==> config.mk <==
export PLATFORM = sky130hd
export DESIGN_NAME = pixel_writer
export DESIGN_NICKNAME = d
export VERILOG_FILES = /design/src/hdl/video_modes_pkg.sv /design/src/hdl/pixel_writer.sv
export SDC_FILE = /design/constraint.sdc
export NUM_CORES = 1
export LEC_CHECK = 0
export BUFFER_PORTS_ARGS = -buffer_cell sky130_fd_sc_hd__buf_4
export CORE_ASPECT_RATIO = 0.5
export CORE_UTILIZATION = 54
export CTS_BUF_LIST = sky130_fd_sc_hd__clkbuf_16
export CTS_CLUSTER_SIZE = 24
export DETAILED_ROUTE_END_ITERATION = 7
export MAX_ROUTING_LAYER = met4
export PLACE_DENSITY = 0.85
export RECOVER_POWER = 25
export SYNTH_ARGS = -nofsm -noshare
export SYNTH_HDL_FRONTEND = slang
export SYNTH_SLANG_ARGS = --single-unit
export TNS_END_PERCENT = 5
==> constraint.sdc <==
create_clock -name clk_pixel -period 2.8 [get_ports clk_pixel]
set_input_delay 0.56 -clock clk_pixel [delete_from_list [all_inputs] [get_ports clk_pixel]]
set_output_delay 0.56 -clock clk_pixel [all_outputs]
set_load 0.05 [all_outputs]
==> src/hdl/video_modes_pkg.sv <==
// ************************************************
// Video modes and draw command types
// ************************************************

package video_modes_pkg;

    // Timing of one video mode, counted in pixel clocks and lines
    typedef struct packed {
        logic [15:0] h_resolution;
        logic [15:0] h_front_porch;
        logic [15:0] h_sync;
        logic [15:0] h_back_porch;
        logic [15:0] v_resolution;
        logic [15:0] v_front_porch;
        logic [15:0] v_sync;
        logic [15:0] v_back_porch;
        // 1 means the sync pulse is active high
        logic        h_sync_pol;
        logic        v_sync_pol;
    } video_mode_t;

    // Standard VGA, 25.175 MHz pixel clock
    localparam video_mode_t VMODE_640x480p60 = '{
        h_resolution:  16'd640,
        h_front_porch: 16'd16,
        h_sync:        16'd96,
        h_back_porch:  16'd48,
        v_resolution:  16'd480,
        v_front_porch: 16'd10,
        v_sync:        16'd2,
        v_back_porch:  16'd33,
        h_sync_pol:    1'b0,
        v_sync_pol:    1'b0
    };

    // Small mode for simulation, 40 clocks per line and 28 lines per frame
    localparam video_mode_t VMODE_TEST = '{
        h_resolution:  16'd32,
        h_front_porch: 16'd2,
        h_sync:        16'd4,
        h_back_porch:  16'd2,
        v_resolution:  16'd24,
        v_front_porch: 16'd1,
        v_sync:        16'd2,
        v_back_porch:  16'd1,
        h_sync_pol:    1'b1,
        v_sync_pol:    1'b0
    };

    // Buffer coordinate widths
    localparam int COORD_X_W = 8;
    localparam int COORD_Y_W = 7;

    // 12-bit colour, red in the low nibble
    typedef struct packed {
        logic [3:0] blue;
        logic [3:0] green;
        logic [3:0] red;
    } pixel_t;

    typedef enum logic [0:0] {
        op_plot  = 1'b0,
        op_clear = 1'b1
    } draw_op_t;

    // x and y are ignored by a clear
    typedef struct packed {
        draw_op_t               op;
        logic [COORD_X_W-1:0]   x;
        logic [COORD_Y_W-1:0]   y;
        pixel_t                 color;
    } draw_cmd_t;

endpackage
==> src/hdl/pixel_writer.sv <==
// ************************************************
// Draw command to frame buffer writer
// ************************************************

`timescale 1ns/1ps

module pixel_writer #(
    parameter int BUFFER_WIDTH = 160,
    parameter int BUFFER_HEIGHT = 120,
    localparam int ADDR_W = $clog2(BUFFER_WIDTH * BUFFER_HEIGHT)
)(
    input  logic                        clk_pixel,
    input  logic                        rstn_pixel,

    input  video_modes_pkg::draw_cmd_t  cmd,
    input  logic                        cmd_valid,
    output logic                        cmd_ready,

    output logic                        wr_en,
    output logic [ADDR_W-1:0]           wr_addr,
    output video_modes_pkg::pixel_t     wr_data
);
    import video_modes_pkg::*;

    localparam int PIXEL_COUNT = BUFFER_WIDTH * BUFFER_HEIGHT;

    // High while a clear sweeps the buffer
    logic clearing;

    logic              cmd_accept;
    logic              is_clear;
    logic              plot_in_range;
    logic [ADDR_W-1:0] plot_addr;
    logic              clear_last;

    // Ready drops for the whole clear sweep
    assign cmd_ready = !clearing;

    always_comb begin
        cmd_accept = cmd_valid && cmd_ready;
        is_clear = (cmd.op == op_clear);
        plot_in_range = (int'(cmd.x) < BUFFER_WIDTH) && (int'(cmd.y) < BUFFER_HEIGHT);
        // Row-major linear address
        plot_addr = ADDR_W'(int'(cmd.y) * BUFFER_WIDTH + int'(cmd.x));
        clear_last = (wr_addr == ADDR_W'(PIXEL_COUNT - 1));
    end

    // Control state
    always_ff @(posedge clk_pixel or negedge rstn_pixel) begin
        if (!rstn_pixel) begin
            clearing <= 1'b0;
            wr_en <= 1'b0;
        end else if (clearing) begin
            clearing <= !clear_last;
            wr_en <= !clear_last;
        end else if (cmd_accept) begin
            clearing <= is_clear;
            // Out-of-range plots are swallowed here
            wr_en <= is_clear || plot_in_range;
        end else begin
            wr_en <= 1'b0;
        end
    end

    // Address counter and held colour
    always_ff @(posedge clk_pixel) begin
        if (clearing) begin
            if (!clear_last) begin
                wr_addr <= wr_addr + 1'b1;
            end
        end else if (cmd_accept) begin
            wr_addr <= is_clear ? '0 : plot_addr;
            wr_data <= cmd.color;
        end
    end

    // Every write must land inside the frame buffer
    assert property (@(posedge clk_pixel) disable iff (!rstn_pixel)
        wr_en |-> (int'(wr_addr) < PIXEL_COUNT))
    else $error("pixel_writer: write address %0d out of range", wr_addr);

endmodule

* Word-level counts from Yosys, hierarchy flattened
Cells that the tools add are included.
** Cells by class
- Equality and inequality tests :: 2
- Muxes and demuxes :: 8
- Multiply operators :: 1
- Bitwise logic cells :: 1
- $add $sub $neg :: 2
- Reductions and logical operators :: 8
- Order comparisons :: 2
** Operators by type and width (number)
- 15-bit 2-to-1 mux :: 4
- 15-bit by 1-bit adder with 15-bit output, second input constant :: 1
- 15-bit by 8-bit adder with 15-bit output :: 1
- 15-bit == test, second input constant :: 1
- 7-bit by 3-bit multiplier with 10-bit output, second input constant :: 1
- 8-bit less-than comparator, second input constant :: 1
- 7-bit less-than comparator, second input constant :: 1
- 1-bit 2-to-1 mux :: 4
- 2-bit AND reduction :: 2
- 1-bit logical AND :: 2
- 1-bit zero test :: 2
- 2-bit != test, second input constant :: 1
- 2-bit nonzero test :: 1
- 1-bit logical OR :: 1
- 1-bit inverter :: 1
** Storage, ports and cells
- Input bits :: 31
- Logic and storage cells :: 30
- Register bits after elaboration :: 29
- Output and inout port bits :: 29

* Longest topological paths before layout
- Depth after elaboration :: 5
- Mapped depth :: 10
- Gate-level depth less buffers :: 10

* Worst setup path before layout
No wires, ideal clock.
- Kind :: input -> register
- Start point :: in cmd[13] (netlist name)
- End point :: reg wr_addr[13] (data pin)
- Setup time :: 256 ps
- Stages :: 10
- Arrival :: 2413 ps
- Path slack :: 130 ps
- Buffers on the path :: 0
- Data required time :: 2544 ps
- Path through :: ha_1 ha_1 inv_1 fa_1 nand2b_1 o2bb2ai_1 xnor2_1 nand3_1 xnor2_1 a22o_1
** Between the ends
- Longest elaborated chain between the ends :: 5
** RTL lines
- start: declaration :: RTL line pixel_writer.sv:15 : input video_modes_pkg::draw_cmd_t cmd,
- 7-bit by 3-bit multiplier with 10-bit output :: RTL line pixel_writer.sv:44 : plot_addr = ADDR_W'(int'(cmd.y) * BUFFER_WIDTH + int'(cmd.x));
- 15-bit by 8-bit adder with 15-bit output :: RTL line pixel_writer.sv:44
- 15-bit 2-to-1 mux :: RTL line pixel_writer.sv:72 : wr_addr <= is_clear ? '0 : plot_addr;
- 15-bit 2-to-1 mux :: RTL line pixel_writer.sv:71 : end else if (cmd_accept) begin
- 15-bit 2-to-1 mux :: RTL line pixel_writer.sv:67 : if (clearing) begin
- end signal: assignment :: RTL line pixel_writer.sv:69 : wr_addr <= wr_addr + 1'b1;
- end signal: assignment :: RTL line pixel_writer.sv:72
- end: declaration :: RTL line pixel_writer.sv:20 : output logic [ADDR_W-1:0] wr_addr,
No other way between the ends. The select of a mux whose other input is x is not followed.
A chain may end at the register's enable or synchronous reset.

* Worst setup path after layout
- Start point :: in cmd[15] (netlist name)
- End point :: reg wr_addr[12] (data pin)
The elaborated chain is that of the path after synthesis.

==> impl_metrics.toml <==
[run_status]
status = "finished clean"

[logic_synthesis]
synth_seq_cells = 29
synthMuxAreaShare_pct = 0
synth_ff_type = "edfxtp_1"
synth_simple_gate_area_share_pct = 15.5
synth_top_family_by_area = "simple AND/OR/NAND/NOR gates"
synth_compound_area_share_pct = 10.3
synthXorXnorAreaFrac_pct = 12.1
async_flop_share_pct = 6.90
syn_area_sq_mm = 0.00179
syn-num-nets = 203
syn_area_per_cell_sq_um = 11.5
synth_area_leaders = "edfxtp_1 45%, ha_1 9.8%, xnor2_1 6.8%"
synth_top_area_share_pct = 45.2
yosysWarnings = 0
synth_top_area_cell = "edfxtp_1"
synth.most_common_cell = "edfxtp_1"
synthCells = 156
synth_commonest_cells = "27 x edfxtp_1, 14 x ha_1, 14 x nand2_1, 14 x xnor2_1, 9 x xor2_1"
yosysSeqAreaShare_pct = 48.0
synth_edf_count = 27
yosysUniqueCellTypes = 37
synth_fa_ha_area_share_pct = 12.0

[setup_path]
r2r_cells = 6
timing.critical_path.from = "cmd[15]"
reg2reg_to = "wr_addr[4]$_DFFE_PP_"
reg2reg_slack_ns = 0.60
endpoint = "wr_addr[12]$_DFFE_PP_"
cp.required_ns = 2.83
end_kind = "register"
path_class = "primary input to register"
worst-path-max-fanout = 3
worstPathArrival_ns = 2.56
reg2reg_from = "wr_addr[2]$_DFFE_PP_"
cp-start-kind = "primary input"

[sta]
finalHoldViolations = 0
fmax_ghz = 0.396
fin_crit_sh_pct = 90.2
skew_ns = 0.00129
slew_viol_final = 0
rsz0062_at_grt = "no"
fin_tns_setup_ns = 0
tightest_slew_ns = 0.639
layout_min_cycle_time_ns = 2.53
setup_violations = 0
fin_hold_ws_ns = 0.0595
relSlewSlack_pct = 57.3

[floorplanning]
start_util_pct = 58.2
fp.dieW_um = 83.5
die_area_sq_mm = 0.00357
rows = 14
die_height_um = 42.8
core_area_sq_mm = 0.00308
io_pins = 60

[clocking]
cts-resized-gates = 0
cts_htree_levels = 2
clk_latency_ns = 0.28
hold_buffers = 0
cts-buffers-inserted = 5
cts_tree = "built"
clock_tree.root_cell = "clkbuf_16"
cts_num_sinks = 29
clk_path_buf_depth = 2
post_cts_buffers = 0
clkSlewWorstSetupHoldPaths_ns = 0.05

[placed_design]
port-buffer-count = 59
place_inst = 259
place_congestion = 0.843
dpl.hpwl_mm = 3.15
dpl_cell_area_sq_mm = 0.00233

[global_routing]
grt_pass1_wl_mm = 6.94
grt_max_degree = 16
track_usage_pct = 26.5
antenna_found_initial = 0
grt-ovfl-total = 0
grt_pass1_vias = 1459

[power]
p_leak_nw = 1.03
powerDensity_mw_per_mm2 = 1120
peakVddDrop_mv = 1.03

[routing]
dr.pass1.iters = 4
drc = 0
ant_nets = 0
vias_per_cell = 5.54
drt_iter0_drc = 77
routed_wl_mm = 4.16
num_vias = 1480
routedWlPerCell_um = 15.6

[flow_run]
maxCapViolCount = 0

[cells_and_area]
antennaDiodeCount = 0
nets = 273
finalInstanceArea_sq_mm = 0.00245
fin_cells = 267
area_delta_synth_final_pct = 36.5
drive_above_1_share_pct = 35.2

[worst_hold_path]
hp-class = "primary input to asynchronous set/reset pin"
## metal layers
| layer | routed length, um | GRT usage (%) | up-vias |
|---|---|---|---|
| met5 | 0 | - | - |
| met1 | 1710 | 31.1 | 709 |
| li1 | - | - | 708 |
| met4 | 51 | 7.46 | 0 |
| met3 | 248 | 6.42 | 8 |
| met2 | 2150 | 46.7 | 55 |
## sequential cells by signal, summed over array words and instances (netlist names)
register / count
wr_addr: 15
wr_data: 12
wr_en: 1
clearing: 1
## kinds of logic after synthesis
logic type	after synthesis
compound gates	29
xor+xnor	24
fa+ha+maj	16
buf+inv	10
flops	29
simple gates	48
## how the worst min path moves through the flow
| stage | to | slack, ns |
|---|---|---|
| global route | wr_en$_DFF_PN0_ | 0.08 |
| global placement | wr_en$_DFF_PN0_ | 0.34 |
| floorplan | clearing$_DFF_PN0_ | 0.26 |
| CTS | wr_en$_DFF_PN0_ | 0.06 |
| finish | wr_en$_DFF_PN0_ | 0.06 |
| detailed placement | wr_en$_DFF_PN0_ | 0.34 |
## critical path, stage by stage
cell and delay [ns]:
buf_4 0.12, ha_1 0.27, ha_1 0.17, inv_1 0.06, fa_1 0.39, xnor2_1 0.22
nand3b_1 0.12, buf_4 0.16, nor3b_4 0.21, xor2_1 0.10, a22o_1 0.18
## layout make-up
cell class	count	area, sq um
sequential	29	861
timing repair buffer	66	477
inverter	7	26.3
clock inverter	3	13.8
clock buffer	5	125
fill	214	634
tap	40	50.0
multi-input combinational	117	896
## stage by stage
step	utilization, %	setup slack, ns	total power, mW
floorplan	-	0.130	1.81
global placement	75.5	0.0350	2.21
detailed placement	75.5	-0.0175	2.24
CTS	80.0	0.271	2.76
global route	79.4	0.124	2.86
finish	79.4	0.273	2.74
## where the power goes
group,switching (mW),total [mW],internal [mW]
registers,0.186,0.901,0.715
logic,0.910,1.34,0.429
clock network,0.182,0.503,0.322
total,1.28,2.74,1.47
## cell usage in the layout, fill, tap and decap left out, types with 3 or more instances in the layout
cell	n
nand3_1	8
edfxtp_1	27
a21oi_1	7
o21ai_0	8
clkbuf_16	5
a22o_1	3
buf_4	49
nand2_1	14
clkbuf_1	5
clkbuf_4	12
inv_1	8
xnor2_1	14
xor2_1	9
nand4_1	4
ha_1	14
o21ai_1	3
nor2_1	6
(Power assumes the default switching activity.)
