[config.mk]
export PLATFORM = sky130hd
export DESIGN_NAME = display
export DESIGN_NICKNAME = d
export VERILOG_FILES = /design/src/hdl/video_modes_pkg.sv /design/src/hdl/display.sv
export SDC_FILE = /design/constraint.sdc
export NUM_CORES = 1
export LEC_CHECK = 0
export BUFFER_PORTS_ARGS = -buffer_cell sky130_fd_sc_hd__buf_4
export CAP_MARGIN = 20
export CORE_ASPECT_RATIO = 0.8
export CORE_MARGIN = 8
export CORE_UTILIZATION = 55
export DETAILED_ROUTE_END_ITERATION = 8
export PLACE_DENSITY = 0.78
export SYNTH_ARGS = -nofsm -noshare
export SYNTH_HDL_FRONTEND = slang
export SYNTH_SLANG_ARGS = --single-unit
export TNS_END_PERCENT = 50
[constraint.sdc]
create_clock -name clk_pixel -period 3.5 [get_ports clk_pixel]
set_clock_uncertainty 0.05 [all_clocks]
set_input_delay 0.7 -clock clk_pixel [delete_from_list [all_inputs] [get_ports clk_pixel]]
set_output_delay 0.7 -clock clk_pixel [all_outputs]
set_load 0.03 [all_outputs]
[src/hdl/video_modes_pkg.sv]
// ************************************************
// Video modes and draw command types
// ************************************************

package video_modes_pkg;

    // Timing of one video mode, counted in pixel clocks and lines
    typedef struct packed {
        logic [15:0] h_resolution;
        logic [15:0] h_front_porch;
        logic [15:0] h_sync;
        logic [15:0] h_back_porch;
        logic [15:0] v_resolution;
        logic [15:0] v_front_porch;
        logic [15:0] v_sync;
        logic [15:0] v_back_porch;
        // 1 means the sync pulse is active high
        logic        h_sync_pol;
        logic        v_sync_pol;
    } video_mode_t;

    // Standard VGA, 25.175 MHz pixel clock
    localparam video_mode_t VMODE_640x480p60 = '{
        h_resolution:  16'd640,
        h_front_porch: 16'd16,
        h_sync:        16'd96,
        h_back_porch:  16'd48,
        v_resolution:  16'd480,
        v_front_porch: 16'd10,
        v_sync:        16'd2,
        v_back_porch:  16'd33,
        h_sync_pol:    1'b0,
        v_sync_pol:    1'b0
    };

    // Small mode for simulation, 40 clocks per line and 28 lines per frame
    localparam video_mode_t VMODE_TEST = '{
        h_resolution:  16'd32,
        h_front_porch: 16'd2,
        h_sync:        16'd4,
        h_back_porch:  16'd2,
        v_resolution:  16'd24,
        v_front_porch: 16'd1,
        v_sync:        16'd2,
        v_back_porch:  16'd1,
        h_sync_pol:    1'b1,
        v_sync_pol:    1'b0
    };

    // Buffer coordinate widths
    localparam int COORD_X_W = 8;
    localparam int COORD_Y_W = 7;

    // 12-bit colour, red in the low nibble
    typedef struct packed {
        logic [3:0] blue;
        logic [3:0] green;
        logic [3:0] red;
    } pixel_t;

    typedef enum logic [0:0] {
        op_plot  = 1'b0,
        op_clear = 1'b1
    } draw_op_t;

    // x and y are ignored by a clear
    typedef struct packed {
        draw_op_t               op;
        logic [COORD_X_W-1:0]   x;
        logic [COORD_Y_W-1:0]   y;
        pixel_t                 color;
    } draw_cmd_t;

endpackage
[src/hdl/display.sv]
// ************************************************
// VGA raster scan-out with upscaling
// ************************************************

`timescale 1ns/1ps

module display #(
    parameter video_modes_pkg::video_mode_t VIDEO_MODE = video_modes_pkg::VMODE_640x480p60,
    parameter int BUFFER_WIDTH = 160,
    parameter int BUFFER_HEIGHT = 120,
    localparam int ADDR_W = $clog2(BUFFER_WIDTH * BUFFER_HEIGHT)
)(
    input  logic                     clk_pixel,
    input  logic                     rstn_pixel,

    output logic [ADDR_W-1:0]        read_addr,
    input  video_modes_pkg::pixel_t  read_data,

    output logic                     vga_hsync,
    output logic                     vga_vsync,
    output logic [3:0]               vga_red,
    output logic [3:0]               vga_green,
    output logic [3:0]               vga_blue
);
    import video_modes_pkg::*;

    localparam int H_RES = int'(VIDEO_MODE.h_resolution);
    localparam int H_FP = int'(VIDEO_MODE.h_front_porch);
    localparam int H_SYNC = int'(VIDEO_MODE.h_sync);
    localparam int H_BP = int'(VIDEO_MODE.h_back_porch);
    localparam int LINEWIDTH = H_RES + H_FP + H_SYNC + H_BP;

    localparam int V_RES = int'(VIDEO_MODE.v_resolution);
    localparam int V_FP = int'(VIDEO_MODE.v_front_porch);
    localparam int V_SYNC = int'(VIDEO_MODE.v_sync);
    localparam int V_BP = int'(VIDEO_MODE.v_back_porch);
    localparam int LINEHEIGHT = V_RES + V_FP + V_SYNC + V_BP;

    localparam int VW = $clog2(LINEWIDTH);
    localparam int VH = $clog2(LINEHEIGHT);

    // Screen pixels per buffer pixel, as a shift
    localparam int SCALE = $clog2(H_RES / BUFFER_WIDTH);

    // Sync and blanking as they travel down the pipeline
    typedef struct packed {
        logic hsync;
        logic vsync;
        logic de;
    } raster_ctl_t;

    localparam raster_ctl_t CTL_IDLE = '{
        hsync: !VIDEO_MODE.h_sync_pol,
        vsync: !VIDEO_MODE.v_sync_pol,
        de:    1'b0
    };

    logic [VW-1:0] x;
    logic [VH-1:0] y;

    raster_ctl_t ctl_now;
    raster_ctl_t ctl_d1;
    raster_ctl_t ctl_d2;
    pixel_t      pix_d2;

    logic hsync_active;
    logic vsync_active;

    // Raster counters, free running
    always_ff @(posedge clk_pixel or negedge rstn_pixel) begin
        if (!rstn_pixel) begin
            x <= '0;
            y <= '0;
        end else if (x == VW'(LINEWIDTH - 1)) begin
            x <= '0;
            if (y == VH'(LINEHEIGHT - 1)) begin
                y <= '0;
            end else begin
                y <= y + 1'b1;
            end
        end else begin
            x <= x + 1'b1;
        end
    end

    // Sync windows follow the front porch
    always_comb begin
        hsync_active = (x >= VW'(H_RES + H_FP)) && (x < VW'(H_RES + H_FP + H_SYNC));
        vsync_active = (y >= VH'(V_RES + V_FP)) && (y < VH'(V_RES + V_FP + V_SYNC));

        ctl_now.hsync = VIDEO_MODE.h_sync_pol ? hsync_active : !hsync_active;
        ctl_now.vsync = VIDEO_MODE.v_sync_pol ? vsync_active : !vsync_active;
        ctl_now.de = (x < VW'(H_RES)) && (y < VH'(V_RES));
    end

    // Scaled buffer address, parked at 0 during blanking
    always_comb begin
        if (ctl_now.de) begin
            read_addr = ADDR_W'(int'(y >> SCALE) * BUFFER_WIDTH + int'(x >> SCALE));
        end else begin
            read_addr = '0;
        end
    end

    // Stages 1 and 2, control delayed to match the RAM read
    always_ff @(posedge clk_pixel or negedge rstn_pixel) begin
        if (!rstn_pixel) begin
            ctl_d1 <= CTL_IDLE;
            ctl_d2 <= CTL_IDLE;
        end else begin
            ctl_d1 <= ctl_now;
            ctl_d2 <= ctl_d1;
        end
    end

    always_ff @(posedge clk_pixel) begin
        pix_d2 <= read_data;
    end

    // Stage 3, output register with blanking
    always_ff @(posedge clk_pixel or negedge rstn_pixel) begin
        if (!rstn_pixel) begin
            vga_hsync <= CTL_IDLE.hsync;
            vga_vsync <= CTL_IDLE.vsync;
            vga_red <= 4'h0;
            vga_green <= 4'h0;
            vga_blue <= 4'h0;
        end else begin
            vga_hsync <= ctl_d2.hsync;
            vga_vsync <= ctl_d2.vsync;
            vga_red <= ctl_d2.de ? pix_d2.red : 4'h0;
            vga_green <= ctl_d2.de ? pix_d2.green : 4'h0;
            vga_blue <= ctl_d2.de ? pix_d2.blue : 4'h0;
        end
    end

    // Horizontal upscale must be an exact power of two
    assert property (@(posedge clk_pixel)
        (H_RES % BUFFER_WIDTH == 0) && ((1 << SCALE) == H_RES / BUFFER_WIDTH))
    else $error("display: width ratio %0d is not a power of two", H_RES / BUFFER_WIDTH);

    // Square pixels, same factor on both axes
    assert property (@(posedge clk_pixel)
        (V_RES % BUFFER_HEIGHT == 0) && (V_RES / BUFFER_HEIGHT == H_RES / BUFFER_WIDTH))
    else $error("display: height ratio does not match width ratio");

endmodule

# Word level (Yosys, flattened, before mapping)
# Cells that the tools add are included.
# totals
wordCells,39
romBits,0
latch_bits,0
ram_bits,0
n_memories,0
register_bits,52
# classes
muxes,6
shift,0
n_reduce_logical,5
n_lt_le_gt_ge,6
n_eq_ne,2
bitwise,0
n_mul,1
div,0
n_addsub,3
# ops
operator,count
"adder 10 x 1 -> 10 bit, second input constant",2
"== test 10 bit, second input constant",2
"less-than comparator 10 bit, second input constant",2
"less-than comparator 10 x 9 -> 1 bit, second input constant",2
two-way mux 10 bit,2
adder 15 x 8 -> 15 bit,1
two-way mux 15 bit,1
two-way mux 4 bit,3
"greater-or-equal comparator 10 bit, second input constant",1
"greater-or-equal comparator 10 x 9 -> 1 bit, second input constant",1
"multiplier 8 x 3 -> 10 bit, second input constant",1
logical AND 1 bit,3
logical NOT 1 bit,2

# Depth between registers and ports, before layout
# logic_depth
ltp_word,3
depth_mapped,9
ltp_nobuf,9

# Worst setup path after synthesis
# Ideal clock, no wire load.
# synth_timing
path_type,flip-flop to output port
from,register y[3]
to,output port read_addr[14]
path_buffers,0
arrival_time_ns,2.822
stages_incl_launch_ff,10
required_ns,2.750
path_slack_ns,-0.072
path_cell_list,dfrtp_1 -> ha_1 -> ha_1 -> inv_1 -> fa_1 -> nor2b_1 -> o21a_1 -> o311ai_0 -> o311a_1 -> nor3_1
# synth_between
elab_chain_cells,3
word_cells_on_any_way,5
classes_between,1 x add/sub; 1 x mul; 1 x order compare; 1 x mux; 1 x reduce/logical
# synth_rtl
element,line,rtl
start: declaration,display.sv:59,logic [VH-1:0] y;
start signal: assignment,display.sv:79,y <= y + 1'b1;
multiplier 8 x 3 -> 10 bit or less-than comparator 10 x 9 -> 1 bit (tied branches),"display.sv:99, display.sv:93",
adder 15 x 8 -> 15 bit or logical AND 1 bit (tied branches),"display.sv:99, display.sv:93",
two-way mux 15 bit (*),display.sv:98,if (ctl_now.de) begin
end: declaration,display.sv:16,"output logic [ADDR_W-1:0] read_addr,"
# Every way passes the cells marked *; elsewhere a longest branch is shown, timed or not.

# Worst setup path after layout
# layout_timing
from,register y[7]
to,output port read_addr[14]
# Same word-level chain as after synthesis.

==> flow_summary.yaml <==
outcome:
  run_status: "complete, but fails checks"
  failed_checks: "setup timing"
route:
  ant_nets: 0
  remaining_drc_errors: 0
  detailedRoute.firstPassIterationCount: 4
  route.detailed.wl_per_inst_um: 15.4
  via_count_of_the_routed_design: 1891
  drt-initial-drc-count: 88
  routed_wl_um: 5340
  post_drt_via_cell_ratio: 5.43
cts:
  tritoncts: "done"
  cts_inserted_buffers: 5
  clock_latency_ns: 0.29
  clk_root_buffer_cell: "clkbuf_8"
  count_of_clock_tree_sinks: 52
  number_of_buffers_on_the_longest_clock_path: 2
  cts.reportedPaths.clkPinSlew_ns: 0.09
  h_tree_lvl_count: 2
setup_path:
  setup.worst_path.end: "read_addr[14]"
  r2r-start: "x[7]"
  timing.critical_path.from_type: "flip-flop"
  r2r.worst_path.cells: 5
  crit_path_start: "y[7]"
  critPathRequiredTime_ns: 2.75
  critical_path_class: "flip-flop to primary output"
  rrSetupSlack_ns: 1.18
  setup.worst_path.end_class: "primary output"
  cp_max_fanout: 6
  critical_path_arrival_ns: 2.86
  rr_endpoint: "y[9]"
pwr:
  vdd_drop_max_v: 0.000267
  power_per_cell_area_nw_per_um2: 354
  post-layout-total-power_w: 0.00114
  cellLeakagePower_nw: 1.52
synth:
  syn_nets: 264
  yosys_warnings: 0
  ys_types: 52
  post_synth_edffs: 0
  mappedNetlistArea_um2: 2510
  most_used_flip_flop_cell_after_synthesis: "dfrtp_1"
  seq_area_frac_synth_pct: 49.8
  synth_cells: 228
  synth_area_per_inst_um2: 11.0
  postSynth.asyncResetShare_pct: 76.9
  postSynthRegisterBits: 52
global_route:
  grt_overflow: 0
  grt_start_max_net_pins: 41
  grt_first_pass_wirelength_um: 9220
  grt_pass1_vias: 1943
  grt_antenna_before_repair: 0
  grt_usage_pct: 15.8
floorplan:
  placement_rows: 22
  die_height_um: 76.4
  dieWidth_um: 91.5
  initial_utilization_pct: 55.9
  coreArea_um2: 4490
  ios: 43
  floorplan.die_area_um2: 6990
sta:
  grt_setup_unrepaired: "true"
  final_critical_path_setup_slack_ns: -0.106
  setup-violations-final: 2
  slew_violations: 0
  timing.final.crit_period_ns: 3.61
  final.setup.tns_ns: -0.202
  timing.final.crit_share_pct: 103
  tightest_slew_ns: 0.558
  slew-limit-headroom_pct: 62.7
  fmaxAchievable_ghz: 0.277
  report.final.hold_viol_count: 0
place:
  port_buffer_cells: 42
  routabilityCongestion: 0.809
  dpl-instance-area_um2: 2930
  dpl.hpwl_um: 3700
final_layout:
  finish.net_count: 323
  antennaDiodeCount: 0
  layout_common_cells: "buf_4 (54), dfrtp_1 (32), and2_1 (18)"
  share_of_post_route_cells_with_drive_strength_above_1_pct: 33.0
  syn2layout_area_growth_pct: 27.9
  final_common_cell: "buf_4"
  n_fill_cell: 329
  fin_util_pct: 71.6
  design_area_um2: 3210
run:
  max_cap_violations: 0
hold_path:
  hold_path.class: "flip-flop to flip-flop"
==> where the power goes <==
group / internal (W) / total (W) / switching (W)
sequential: 0.000613 / 0.000616 / 0.00000358
clock: 0.000286 / 0.000469 / 0.000183
combinational: 0.0000214 / 0.0000508 / 0.0000294
total: 0.000920 / 0.00114 / 0.000216
==> cell usage after synthesis, drive strengths merged (2+ instances only) <==
| master | n | area (µm²) |
|---|---|---|
| dfrtp | 34 | 851 |
| ha | 20 | 250 |
| and2 | 19 | 120 |
| nor2 | 18 | 75.1 |
| nand2 | 13 | 48.8 |
| dfxtp | 12 | 240 |
| xor2 | 12 | 105 |
| inv | 11 | 41.3 |
| nor3 | 9 | 56.3 |
| o21ai | 9 | 45.0 |
| dfstp | 6 | 158 |
| and3 | 5 | 33.8 |
| nand3 | 5 | 25.0 |
| nand4 | 5 | 31.3 |
| xnor2 | 5 | 43.8 |
| a211oi | 3 | 22.5 |
| a21o | 3 | 22.5 |
| a21oi | 3 | 15.0 |
| nor4b | 3 | 26.3 |
| fa | 2 | 40.0 |
| nand3b | 2 | 15.0 |
| nor3b | 2 | 15.0 |
| o21bai | 2 | 15.0 |
| o311ai | 2 | 17.5 |
| or2 | 2 | 12.5 |
| or3 | 2 | 17.5 |
| or3b | 2 | 17.5 |
==> layout make-up <==
class,count,area (µm²),share of cell area (%)
clock inverters,2,60.1,1.87
inverters,11,41.3,1.29
clock buffers,6,72.6,2.26
repair buffers,54,405,12.6
well taps,60,75.1,2.34
flip-flops and latches,52,1250,39.0
multi-input cells,163,1310,40.6
==> metal layers <==
metal	up-vias	GRT usage, %	wire (µm)
met3	2	3.25	159
met4	0	2.61	11
met2	24	29.0	2860
li1	922	-	-
met1	943	18.5	2310
met5	-	0	0
==> flip-flops by register name, summed over array words and instances (netlist names) <==
signal / flops
vga_green: 4
pix_d2: 12
vga_blue: 4
y: 10
ctl_d1: 3
vga_red: 4
vga_vsync: 1
vga_hsync: 1
x: 10
ctl_d2: 3
==> how the worst min path moves through the flow <==
stage / start / endpoint / slack (ns) / depth (start not counted)
after global routing: ctl_d1[0] / ctl_d2[0] / 0.31 / 0
after floorplan: ctl_d1[0] / ctl_d2[0] / 0.28 / 0
after detailed placement: ctl_d1[0] / ctl_d2[0] / 0.29 / 0
after CTS: ctl_d1[0] / ctl_d2[0] / 0.31 / 0
after global placement: ctl_d1[0] / ctl_d2[0] / 0.28 / 0
final: ctl_d1[0] / ctl_d2[0] / 0.30 / 0
==> through the flow <==
stage | cells | hold slack, ns | setup slack (ns)
floorplan | 228 | 0.281 | -0.0643
global placement | 333 | 0.281 | 0.129
detailed placement | 333 | 0.286 | 0.0187
CTS | 348 | 0.307 | -0.0823
global route | 348 | 0.311 | -0.221
finish | 348 | 0.305 | -0.106
==> logic make-up (layout without fill, tap and decap cells) <==
family,count (synthesis),count (layout),synth area share [%]
AOI/OAI and AO/OA,32,32,9.22
xor gates and xnor gates,17,17,5.93
adders and majority gates,22,22,11.6
buffers and inverters,13,73,2.09
DFF,52,52,49.8
muxes,1,1,0.399
and+or+nand+nor,91,91,21.0
==> repair_timing <==
action                                  in CTS  in global routing
hold buffers                                 0                  0
setup buffers                                7                  0
hold endpoints to repair                     0                  0
endpoints found under the setup margin       2                  2
gates resized for setup                     14                  7
pin swaps                                    6                  0
==> worst max-delay path, cell delays in order, from the launching register on <==
cell,delay [ns]
dfrtp_1,0.42
ha_1,0.32
ha_2,0.34
or3b_2,0.47
o211ai_1,0.15
a311oi_4,0.06
buf_4,0.17
o311a_1,0.35
nor3_2,0.10
buf_4,0.18
No activity file was read; power rests on OpenSTA's default activity.
